--- src/hdl/credit_link_consts.svh ---
// Shared sizes for the credit link
// CL_CNT_W must hold 0 to CL_BUF_DEPTH and CL_CHG_W must hold 0 to CL_MAX_RETURN
// CL_BUF_DEPTH is also the total number of credits in circulation
`ifndef CREDIT_LINK_CONSTS_SVH
`define CREDIT_LINK_CONSTS_SVH

// Flit and buffer sizing
`define CL_DATA_W 32
`define CL_BUF_DEPTH 8

// Credit return and link length
`define CL_MAX_RETURN 2
`define CL_LINK_STAGES 3

// Counter and change widths
`define CL_CNT_W 4
`define CL_CHG_W 2

`endif

--- src/hdl/credit_link_pkg.sv ---
// Types shared by the credit link blocks
// Widths come from the constants header
`include "credit_link_consts.svh"

package credit_link_pkg;

  // One data flit on the forward link
  typedef logic [`CL_DATA_W-1:0] flit_t;

  // Credit pool value, 0 up to the buffer depth
  typedef logic [`CL_CNT_W-1:0] credit_cnt_t;

  // Increment or decrement amount, 0 up to the max return
  typedef logic [`CL_CHG_W-1:0] credit_chg_t;

endpackage

--- src/hdl/credit_counter.sv ---
// Credit pool usable at either end of a credit link
// The user must keep the pool from overflowing the credit_cnt_t range
// Decrements that do not fit in available are held off, never partially taken
`timescale 1ns/100ps

module credit_counter (
  input  logic                         clk,
  input  logic                         rst_n,
  input  logic                         incr_valid,
  input  credit_link_pkg::credit_chg_t incr,
  input  logic                         decr_valid,
  input  credit_link_pkg::credit_chg_t decr,
  output logic                         decr_ready,
  input  credit_link_pkg::credit_cnt_t initial_value,
  input  credit_link_pkg::credit_cnt_t withhold,
  output credit_link_pkg::credit_cnt_t value,
  output credit_link_pkg::credit_cnt_t available
);
  import credit_link_pkg::*;

  credit_cnt_t incr_amt;
  credit_cnt_t decr_amt;
  credit_cnt_t value_plus_incr;
  credit_cnt_t value_next;
  logic        decr_take;
  logic        value_load;

  // ----------------------------------------------------------------------
  // Next value
  // ----------------------------------------------------------------------

  // Zero-extend the change amounts to the pool width
  assign incr_amt = incr_valid ? credit_cnt_t'(incr) : '0;

  // A decrement only counts once it has been accepted
  assign decr_take = decr_valid && decr_ready;
  assign decr_amt  = decr_take ? credit_cnt_t'(decr) : '0;

  assign value_plus_incr = value + incr_amt;
  assign value_next      = value_plus_incr - decr_amt;

  // Pool only moves on an increment or an accepted decrement
  assign value_load = incr_valid || decr_take;

  // ----------------------------------------------------------------------
  // Available credit
  // ----------------------------------------------------------------------

  // Same-cycle increment counts, withheld credits do not
  // Decrement stays out of this sum, else decr_ready would loop back on itself
  assign available = (value_plus_incr > withhold) ? value_plus_incr - withhold : '0;

  // Request fits when its full amount is covered
  // Independent of decr_valid so a ready can be shown ahead of a request
  assign decr_ready = credit_cnt_t'(decr) <= available;

  // ----------------------------------------------------------------------
  // Pool register
  // ----------------------------------------------------------------------

  // Reset value comes from a port so each end can start differently
  always_ff @(posedge clk) begin
    if (!rst_n) begin
      value <= initial_value;
    end else if (value_load) begin
      value <= value_next;
    end
  end

endmodule

--- src/hdl/link_retimer.sv ---
// Pipeline of valid-qualified registers standing in for wire distance
// Stages must be at least 1; latency is exactly Stages cycles
// Payload bits hold stale data whenever their valid bit is low
`timescale 1ns/100ps

module link_retimer #(
  parameter int Stages = 1,
  parameter int Width  = 1
) (
  input  logic             clk,
  input  logic             rst_n,
  input  logic             in_valid,
  input  logic [Width-1:0] in_payload,
  output logic             out_valid,
  output logic [Width-1:0] out_payload
);

  logic [Stages-1:0] valid_q;
  logic [Width-1:0]  payload_q [Stages];

  // Valid chain, the only state cleared in reset
  always_ff @(posedge clk) begin
    if (!rst_n) begin
      valid_q <= '0;
    end else begin
      valid_q[0] <= in_valid;
      for (int i = 1; i < Stages; i++) begin
        valid_q[i] <= valid_q[i-1];
      end
    end
  end

  // Payload chain; each stage loads only behind a valid bit
  always_ff @(posedge clk) begin
    if (in_valid) begin
      payload_q[0] <= in_payload;
    end
    for (int i = 1; i < Stages; i++) begin
      if (valid_q[i-1]) begin
        payload_q[i] <= payload_q[i-1];
      end
    end
  end

  // Far end of the link
  assign out_valid   = valid_q[Stages-1];
  assign out_payload = payload_q[Stages-1];

endmodule

--- src/hdl/credit_sender.sv ---
// Sending end of the credit link
// Starts with no credits, so nothing is accepted until the receiver hands some out
// credit_hold above the pool simply shuts the producer off
`timescale 1ns/100ps

module credit_sender (
  input  logic                         clk,
  input  logic                         rst_n,
  input  logic                         in_valid,
  input  credit_link_pkg::flit_t       in_data,
  output logic                         in_ready,
  input  credit_link_pkg::credit_cnt_t credit_hold,
  output credit_link_pkg::credit_cnt_t credit_available,
  input  logic                         ret_valid,
  input  credit_link_pkg::credit_chg_t ret_count,
  output logic                         fwd_valid,
  output credit_link_pkg::flit_t       fwd_data
);
  import credit_link_pkg::*;

  logic accept;

  // One credit per flit; returned credits feed straight in as the increment
  // so they can be spent in the cycle they land
  credit_counter u_credit_counter (
    .clk           (clk),
    .rst_n         (rst_n),
    .incr_valid    (ret_valid),
    .incr          (ret_count),
    .decr_valid    (in_valid),
    .decr          (credit_chg_t'(1)),
    .decr_ready    (in_ready),
    .initial_value (credit_cnt_t'(0)),
    .withhold      (credit_hold),
    .value         (),
    .available     (credit_available)
  );

  // Producer handshake
  assign accept = in_valid && in_ready;

  // ----------------------------------------------------------------------
  // Launch register onto the forward link
  // ----------------------------------------------------------------------

  always_ff @(posedge clk) begin
    if (!rst_n) begin
      fwd_valid <= 1'b0;
    end else begin
      fwd_valid <= accept;
    end
  end

  // Payload only loads on an accepted flit
  always_ff @(posedge clk) begin
    if (accept) begin
      fwd_data <= in_data;
    end
  end

endmodule

--- src/hdl/credit_receiver.sv ---
// Receiving end of the credit link
// Relies on the sender never launching more flits than free slots
// Starts holding all CL_BUF_DEPTH credits and returns up to CL_MAX_RETURN per cycle
`timescale 1ns/100ps
`include "credit_link_consts.svh"

module credit_receiver (
  input  logic                         clk,
  input  logic                         rst_n,
  input  logic                         fwd_valid,
  input  credit_link_pkg::flit_t       fwd_data,
  output logic                         out_valid,
  output credit_link_pkg::flit_t       out_data,
  input  logic                         out_ready,
  output logic                         ret_valid,
  output credit_link_pkg::credit_chg_t ret_count
);
  import credit_link_pkg::*;

  localparam int PtrW = $clog2(`CL_BUF_DEPTH);

  flit_t       buf_mem [`CL_BUF_DEPTH];
  logic [PtrW-1:0] wr_ptr;
  logic [PtrW-1:0] rd_ptr;
  credit_cnt_t occupancy;
  logic        push;
  logic        pop;
  logic        pop_q;
  credit_cnt_t rx_available;
  credit_chg_t claim;
  logic        claim_valid;

  // ----------------------------------------------------------------------
  // Landing buffer
  // ----------------------------------------------------------------------

  // Every link flit lands; credits guarantee there is room
  assign push = fwd_valid;
  assign pop  = out_valid && out_ready;

  always_ff @(posedge clk) begin
    if (push) begin
      buf_mem[wr_ptr] <= fwd_data;
    end
  end

  // Pointers wrap at the buffer depth and occupancy tracks both sides
  always_ff @(posedge clk) begin
    if (!rst_n) begin
      wr_ptr    <= '0;
      rd_ptr    <= '0;
      occupancy <= '0;
    end else begin
      if (push) begin
        wr_ptr <= (wr_ptr == PtrW'(`CL_BUF_DEPTH - 1)) ? '0 : wr_ptr + 1'b1;
      end
      if (pop) begin
        rd_ptr <= (rd_ptr == PtrW'(`CL_BUF_DEPTH - 1)) ? '0 : rd_ptr + 1'b1;
      end
      case ({push, pop})
        2'b10:   occupancy <= occupancy + 1'b1;
        2'b01:   occupancy <= occupancy - 1'b1;
        default: occupancy <= occupancy;
      endcase
    end
  end

  // Consumer side reads the oldest slot
  assign out_valid = occupancy != '0;
  assign out_data  = buf_mem[rd_ptr];

  // ----------------------------------------------------------------------
  // Credit return
  // ----------------------------------------------------------------------

  // Freed slot is counted the cycle after its pop
  always_ff @(posedge clk) begin
    if (!rst_n) begin
      pop_q <= 1'b0;
    end else begin
      pop_q <= pop;
    end
  end

  // Claim never exceeds available so the counter always takes it
  credit_counter u_credit_counter (
    .clk           (clk),
    .rst_n         (rst_n),
    .incr_valid    (pop_q),
    .incr          (credit_chg_t'(1)),
    .decr_valid    (claim_valid),
    .decr          (claim),
    .decr_ready    (),
    .initial_value (credit_cnt_t'(`CL_BUF_DEPTH)),
    .withhold      (credit_cnt_t'(0)),
    .value         (),
    .available     (rx_available)
  );

  // Batch of min(available, CL_MAX_RETURN)
  assign claim = (rx_available > credit_cnt_t'(`CL_MAX_RETURN)) ?
                 credit_chg_t'(`CL_MAX_RETURN) : credit_chg_t'(rx_available);
  assign claim_valid = claim != '0;

  always_ff @(posedge clk) begin
    if (!rst_n) begin
      ret_valid <= 1'b0;
    end else begin
      ret_valid <= claim_valid;
    end
  end

  // Count register loads only with a return
  always_ff @(posedge clk) begin
    if (claim_valid) begin
      ret_count <= claim;
    end
  end

endmodule

--- src/hdl/credit_link.sv ---
// Top level of the credit-flow-controlled link
// Producer and consumer ends are valid/ready; the link itself has no back-pressure
// credit_hold shrinks the sender window while traffic runs
`timescale 1ns/100ps
`include "credit_link_consts.svh"

module credit_link (
  input  logic                         clk,
  input  logic                         rst_n,
  input  logic                         in_valid,
  input  credit_link_pkg::flit_t       in_data,
  output logic                         in_ready,
  output logic                         out_valid,
  output credit_link_pkg::flit_t       out_data,
  input  logic                         out_ready,
  input  credit_link_pkg::credit_cnt_t credit_hold,
  output credit_link_pkg::credit_cnt_t credit_available
);
  import credit_link_pkg::*;

  // Forward path, sender side and receiver side of the retimer
  logic        snd_fwd_valid;
  flit_t       snd_fwd_data;
  logic        rcv_fwd_valid;
  flit_t       rcv_fwd_data;

  // Return path, receiver side and sender side of the retimer
  logic        rcv_ret_valid;
  credit_chg_t rcv_ret_count;
  logic        snd_ret_valid;
  credit_chg_t snd_ret_count;

  // ----------------------------------------------------------------------
  // Sending end
  // ----------------------------------------------------------------------

  credit_sender u_sender (
    .clk              (clk),
    .rst_n            (rst_n),
    .in_valid         (in_valid),
    .in_data          (in_data),
    .in_ready         (in_ready),
    .credit_hold      (credit_hold),
    .credit_available (credit_available),
    .ret_valid        (snd_ret_valid),
    .ret_count        (snd_ret_count),
    .fwd_valid        (snd_fwd_valid),
    .fwd_data         (snd_fwd_data)
  );

  // ----------------------------------------------------------------------
  // Link in both directions
  // ----------------------------------------------------------------------

  // Flits toward the receiver
  link_retimer #(
    .Stages (`CL_LINK_STAGES),
    .Width  (`CL_DATA_W)
  ) u_fwd_retimer (
    .clk         (clk),
    .rst_n       (rst_n),
    .in_valid    (snd_fwd_valid),
    .in_payload  (snd_fwd_data),
    .out_valid   (rcv_fwd_valid),
    .out_payload (rcv_fwd_data)
  );

  // Credit counts back toward the sender
  link_retimer #(
    .Stages (`CL_LINK_STAGES),
    .Width  (`CL_CHG_W)
  ) u_ret_retimer (
    .clk         (clk),
    .rst_n       (rst_n),
    .in_valid    (rcv_ret_valid),
    .in_payload  (rcv_ret_count),
    .out_valid   (snd_ret_valid),
    .out_payload (snd_ret_count)
  );

  // ----------------------------------------------------------------------
  // Receiving end
  // ----------------------------------------------------------------------

  credit_receiver u_receiver (
    .clk       (clk),
    .rst_n     (rst_n),
    .fwd_valid (rcv_fwd_valid),
    .fwd_data  (rcv_fwd_data),
    .out_valid (out_valid),
    .out_data  (out_data),
    .out_ready (out_ready),
    .ret_valid (rcv_ret_valid),
    .ret_count (rcv_ret_count)
  );

endmodule

--- config.mk ---
export PLATFORM = sky130hd
export DESIGN_NAME = credit_link
export DESIGN_NICKNAME = d
export VERILOG_FILES = /design/src/hdl/credit_link_pkg.sv /design/src/hdl/credit_counter.sv /design/src/hdl/link_retimer.sv /design/src/hdl/credit_sender.sv /design/src/hdl/credit_receiver.sv /design/src/hdl/credit_link.sv
export VERILOG_INCLUDE_DIRS = /design/src /design/src/hdl
export SDC_FILE = /design/constraint.sdc
export NUM_CORES = 1
export LEC_CHECK = 0
export BUFFER_PORTS_ARGS = -buffer_cell sky130_fd_sc_hd__buf_2
export CAP_MARGIN = 30
export CORE_UTILIZATION = 35
export DETAILED_ROUTE_END_ITERATION = 6
export GPL_TIMING_DRIVEN = 0
export HOLD_SLACK_MARGIN = 0.15
export PLACE_DENSITY_LB_ADDON = 0.2
export SETUP_SLACK_MARGIN = 0.1
export SYNTH_ARGS = -nofsm -noshare
export SYNTH_HDL_FRONTEND = slang
export SYNTH_SLANG_ARGS = --single-unit
--- constraint.sdc ---
create_clock -name clk -period 11.2 [get_ports clk]
set_input_delay 0.56 -clock clk [delete_from_list [all_inputs] [get_ports clk]]
set_output_delay 0.56 -clock clk [all_outputs]
set_load 0.05 [all_outputs]
## After elaboration in Yosys (flattened, before gate mapping)

Memories as Yosys holds them, arrays and structs flattened. A register that Yosys moved wholly into a read port is not among the register bits.
Index checks and enable logic that the tools add are counted.

- Memories kept: 3
- Input port bits: 40
- Memory bits (writable): 358
- Register bits: 61
- Word-level logic and storage cells: 67
- Output and inout port bits: 38

- Mux-type cells: 26
- Equality and inequality tests: 4
- Magnitude comparators: 5
- Reductions and logical operators: 8
- $add $sub $neg: 9

Memory list:

| memory | words | bits a word | read ports | clocked after memory_dff | write ports | line | source |
|---|---|---|---|---|---|---|---|
| u_receiver.buf_mem | 8 | 32 | 1 | 1 | 1 | credit_receiver.sv:22 | `` flit_t buf_mem [`CL_BUF_DEPTH]; `` |
| u_fwd_retimer.payload_q | 3 | 32 | 3 | 0 | 3 | link_retimer.sv:19 | `logic [Width-1:0] payload_q [Stages];` |
| u_ret_retimer.payload_q | 3 | 2 | 3 | 0 | 3 | link_retimer.sv:19 |  |

Operators by type and width:

| operator | count |
|---|---|
| $mux W1 | 16 |
| $mux W3 | 4 |
| $add A4 B4 Y4 | 2 |
| $mux W4 | 2 |
| $pmux W4 S2 | 1 |
| $add A3 B1 Y3 const B | 2 |
| $eq A3 B3 Y1 const B | 2 |
| $mux W2 | 3 |
| $add A4 B1 Y4 const B | 1 |
| $gt A4 B1 Y1 const B | 1 |
| $gt A4 B2 Y1 const B | 1 |
| $gt A4 B4 Y1 | 1 |
| $le A1 B4 Y1 const A | 1 |
| $le A2 B4 Y1 | 1 |
| $reduce_bool A2 Y1 | 2 |
| $reduce_bool A4 Y1 | 1 |
| $sub A4 B1 Y4 | 1 |
| $sub A4 B1 Y4 const B | 1 |
| $sub A4 B2 Y4 | 1 |
| $sub A4 B4 Y4 | 1 |
| $logic_and A1 B1 Y1 | 3 |
| $eq A2 B1 Y1 const B | 1 |
| $eq A2 B2 Y1 const B | 1 |
| $logic_or A1 B1 Y1 | 2 |

## Depth between registers and ports, before layout

- Depth after elaboration: 10
- Gate-level depth with buffers: 16
- Gate-level depth less buffers: 16

## Hierarchy

From an unflattened synthesis, not the netlist that was laid out.

- Cells, all modules: 803
- Area, all modules: 16,475.8 um^2

By module, submodules not included:

| module | instances | area each (um^2) | seq. area each (um^2) | cells an instance |
|---|---|---|---|---|
| credit_receiver | 1 | 10,577.6 | 8,047.7 | 458 |
| link_retimer at u_fwd_retimer | 1 | 3,201.8 | 2,942.8 | 134 |
| credit_counter | 2 | 710.7 | 120.1 | 80 |
| credit_sender | 1 | 1,001.0 | 980.9 | 37 |
| link_retimer at u_ret_retimer | 1 | 274.0 | 240.2 | 14 |

## Worst setup path after synthesis

OpenSTA, ideal clock, no wires.

- Path type: reg-to-reg
- Start: memory u_ret_retimer.payload_q[0][4] in the netlist's numbering
- End: register u_sender.u_credit_counter.value[3]
- Setup slack: 6.065 ns
- Path buffers: 0
- Cell stages (with the launch flop): 16
- Clock period less this slack: 5.135 ns
- Arrival: 5.066 ns
- Cell sequence: edfxtp_1 and2_1 ha_1 fa_1 xor2_1 ha_1 and4_1 or3_1 a31oi_1 and2_1 ha_1 nand3b_1 xnor2_1 a32oi_1 or3_1 a21oi_1

RTL lines:

| element | line | source |
|---|---|---|
| start: declaration | link_retimer.sv:19 |  |
| end signal: assignment | credit_counter.sv:64 | `value <= initial_value;` |
| end signal: assignment | credit_counter.sv:66 | `value <= value_next;` |
| end: declaration | credit_counter.sv:16 | `output credit_link_pkg::credit_cnt_t value,` |

==> impl_metrics.json <==
{
  "status": "complete, no violations",
  "antenna_left": 0,
  "fin_setup_tns_ns": 0,
  "worst_slack_ns": 6.81,
  "grt.overflow.total": 0,
  "die_w_um": 212,
  "final.setup_skew_ns": 0.0120,
  "yosysMostFrequentCell": "edfxtp_1",
  "setup_viol": 0,
  "cts_hold_buf": 0,
  "final_area_sq_mm": 0.0183,
  "grt_pass1_wl_um": 43800,
  "synth_fp_nets": 773,
  "core_area_sq_mm": 0.0433,
  "path_class": "reg -> reg",
  "hold_path.class": "in -> reg",
  "power_mw": 3.24,
  "rows": 76,
  "async_flop_share": 0,
  "ir_worst_vdd_uv": 91.0,
  "numCtsBuffers": 44,
  "combPwrFrac": 0.031,
  "tightest_slew_ns": 0.879,
  "synth_top_area_cell": "edfxtp_1",
  "vias": 6806,
  "synth_top_cells_by_area": "edfxtp_1 76%, mux4_2 9.3%, dfxtp_1 3.9%, mux2_2 2.3%, ha_1 1.5%",
  "initial_core_util": 0.357,
  "rsz0062_at_grt": "false",
  "firstDrtPassIters": 4,
  "gp_congestion": 0.709,
  "min_period_ns": 4.39,
  "dpl_cell_area_sq_mm": 0.0169,
  "syn_avg_cell_area_sq_um": 21.8,
  "cellInternalPower_mw": 2.61,
  "worst_hold_slack_ns": 0.188,
  "leakagePower_nw": 5.92,
  "cts.sinks": 422,
  "ys_seq_area_frac": 0.801,
  "synth_warnings": 0,
  "drv_cap": 0,
  "routedWlPerCell_um": 19.6,
  "nets": 914,
  "hpwl_um": 17800,
  "drt_iter0_drc": 443,
  "fp.dieH_um": 212,
  "diodes": 0,
  "path_clk_slew_ns": 0.06,
  "drt-total-wl_um": 28800,
  "worst_setup_path_end_kind": "register",
  "port_buffers": 77,
  "cts_resized": 0,
  "insertion_delay_ns": 0.55,
  "grt_pass1_vias": 7269,
  "ios": 78,
  "gr-usage-all-layers": 0.133,
  "drc": 0,
  "postCtsSetupBuffers": 0,
  "worst_setup_path_start_kind": "register",
  "viasPerCell": 4.63,
  "synth_seq_cells": 422,
  "p_seq_frac": 0.537,
  "synth_area_sq_mm": 0.0154,
  "crit_fanout": 21,
  "p_per_area_mw_per_mm2": 177,
  "antenna_found_initial": 0,
  "cp.arrival_ns": 4.86,
  "tritoncts": "done",
  "required_ns": 11.67,
  "p_clk_frac": 0.433,
  "period_share": 0.392,
  "synth_ff_type": "edfxtp_1",
  "p_sw_frac": 0.197,
  "synthTopCellsByCount": "392 x edfxtp_1, 64 x mux4_2, 32 x mux2_2, 30 x dfxtp_1, 29 x nor2_1",
  "layout-drive-gt1-share": 0.307,
  "grt_start_max_net_pins": 24,
  "syn2layout_area_growth_pct": 18.4,
  "slew_viol_final": 0,
  "fmax_ghz": 0.228,
  "die_area_sq_mm": 0.0450,
  "synthCells": 710,
  "post-place-ws_ns": 6.80,
  "synth_edf_count": 392,
  "slew_headroom": 0.414,
  "clock_path_buffers": 3,
  "htree_levels": 2,
  "net-switching-power_mw": 0.638,
  "cts-root-buf": "clkbuf_16",
  "yosysTopAreaCellShare": 0.762,
  "hold_viol_final": 0,
  "synth.distinct_cells": 39
}
==> path summary, 6_finish.rpt <==
check,from,endpoint,slack [ns],depth (start not counted)
setup / recovery,u_ret_retimer.payload_q[0][4],u_sender.u_credit_counter.value[3],6.81,16
hold / removal,in_data[17],u_sender.fwd_data[17],0.19,1
setup reg to reg,u_ret_retimer.payload_q[0][4],u_sender.u_credit_counter.value[3],6.81,16
hold reg to reg,u_fwd_retimer.payload_q[0][39],u_fwd_retimer.payload_q[0][71],0.41,0
==> power by group through the flow <==
stage	combinational (mW)	clock [mW]	sequential (mW)
after floorplan	0.0747	0	1.77
after global placement	0.0976	0	1.78
after detailed placement	0.101	0	1.77
after CTS	0.101	1.44	1.74
after global routing	0.117	1.50	1.74
final	0.0992	1.40	1.74
==> cells by family after synthesis <==
kind of cell    synth area share
compound gates            0.0178
mux                        0.119
simple gates              0.0250
buf+inv                   0.0116
xor+xnor                 0.00567
fa+ha+maj                 0.0206
flops                      0.801
==> registers in the layout, indices dropped and copies added, names as in the netlist, 2 cells and up, named ones only <==
signal and flops:
u_receiver.u_credit_counter.value 4, u_ret_retimer.valid_q 3, u_receiver.occupancy 4, u_receiver.ret_count 2, u_sender.u_credit_counter.value 4, u_ret_retimer.payload_q 6
u_receiver.rd_ptr 3, u_receiver.buf_mem 256, u_fwd_retimer.valid_q 3, u_receiver.wr_ptr 3, u_sender.fwd_data 32, u_fwd_retimer.payload_q 96
==> routing by layer <==
layer | track usage | share of wire
met3 | 0.0251 | 0.044
met1 | 0.176 | 0.44
met5 | 0 | 0
met2 | 0.221 | 0.49
met4 | 0.0422 | 0.024
==> per-stage QoR <==
stage,cells,utilization
2_1_floorplan,710,-
3_3_place_gp,1372,0.383
3_5_place_dp,1390,0.391
4_1_cts,1469,0.423
5_1_grt,1469,0.423
6_report,1469,0.423
==> cell type report <==
cell class / instances / area [sq um]
Buffer: 20 / 100
Clock buffer: 66 / 1250
Clock inverter: 13 / 144
Fill cell: 3773 / 25000
Inverter: 21 / 78.8
Multi-Input combinational cell: 247 / 2960
Sequential cell: 422 / 12400
Tap cell: 585 / 732
Timing Repair Buffer: 95 / 668
==> worst max-delay path, cell delays in order (launching register included) <==
cell	delay, ns
edfxtp_1	0.37
and2_1	0.17
ha_1	0.20
fa_1	0.45
xor2_1	0.19
ha_1	0.38
and4_1	0.22
or3_1	0.37
a31oi_1	0.23
and2_2	0.45
buf_12	0.25
ha_1	0.23
nand3b_1	0.11
xnor2_1	0.16
a32oi_1	0.08
or3_1	0.31
a21oi_1	0.14
==> placed cells by master, fill, tap and decap left out, types with 3 or more instances in the layout <==
| cell | count |
|---|---|
| or3_1 | 7 |
| edfxtp_1 | 392 |
| mux2_2 | 32 |
| nor2_1 | 23 |
| buf_12 | 10 |
| a21o_1 | 4 |
| mux4_2 | 64 |
| nand2_1 | 8 |
| a211oi_2 | 3 |
| ha_1 | 19 |
| dfxtp_2 | 3 |
| clkbuf_16 | 46 |
| and2_1 | 10 |
| buf_2 | 79 |
| buf_4 | 9 |
| nor2_4 | 6 |
| xor2_1 | 5 |
| inv_1 | 21 |
| clkinv_1 | 6 |
| mux2i_1 | 3 |
| clkbuf_1 | 25 |
| nand2b_1 | 3 |
| bufinv_16 | 3 |
| fa_1 | 4 |
| o21ai_0 | 9 |
| dfxtp_1 | 27 |
| clkinv_2 | 3 |
| xnor2_1 | 5 |
| buf_1 | 5 |
| nand3_1 | 3 |
| buf_6 | 4 |
| a21oi_1 | 17 |
Power figures use the tool's default switching activity.
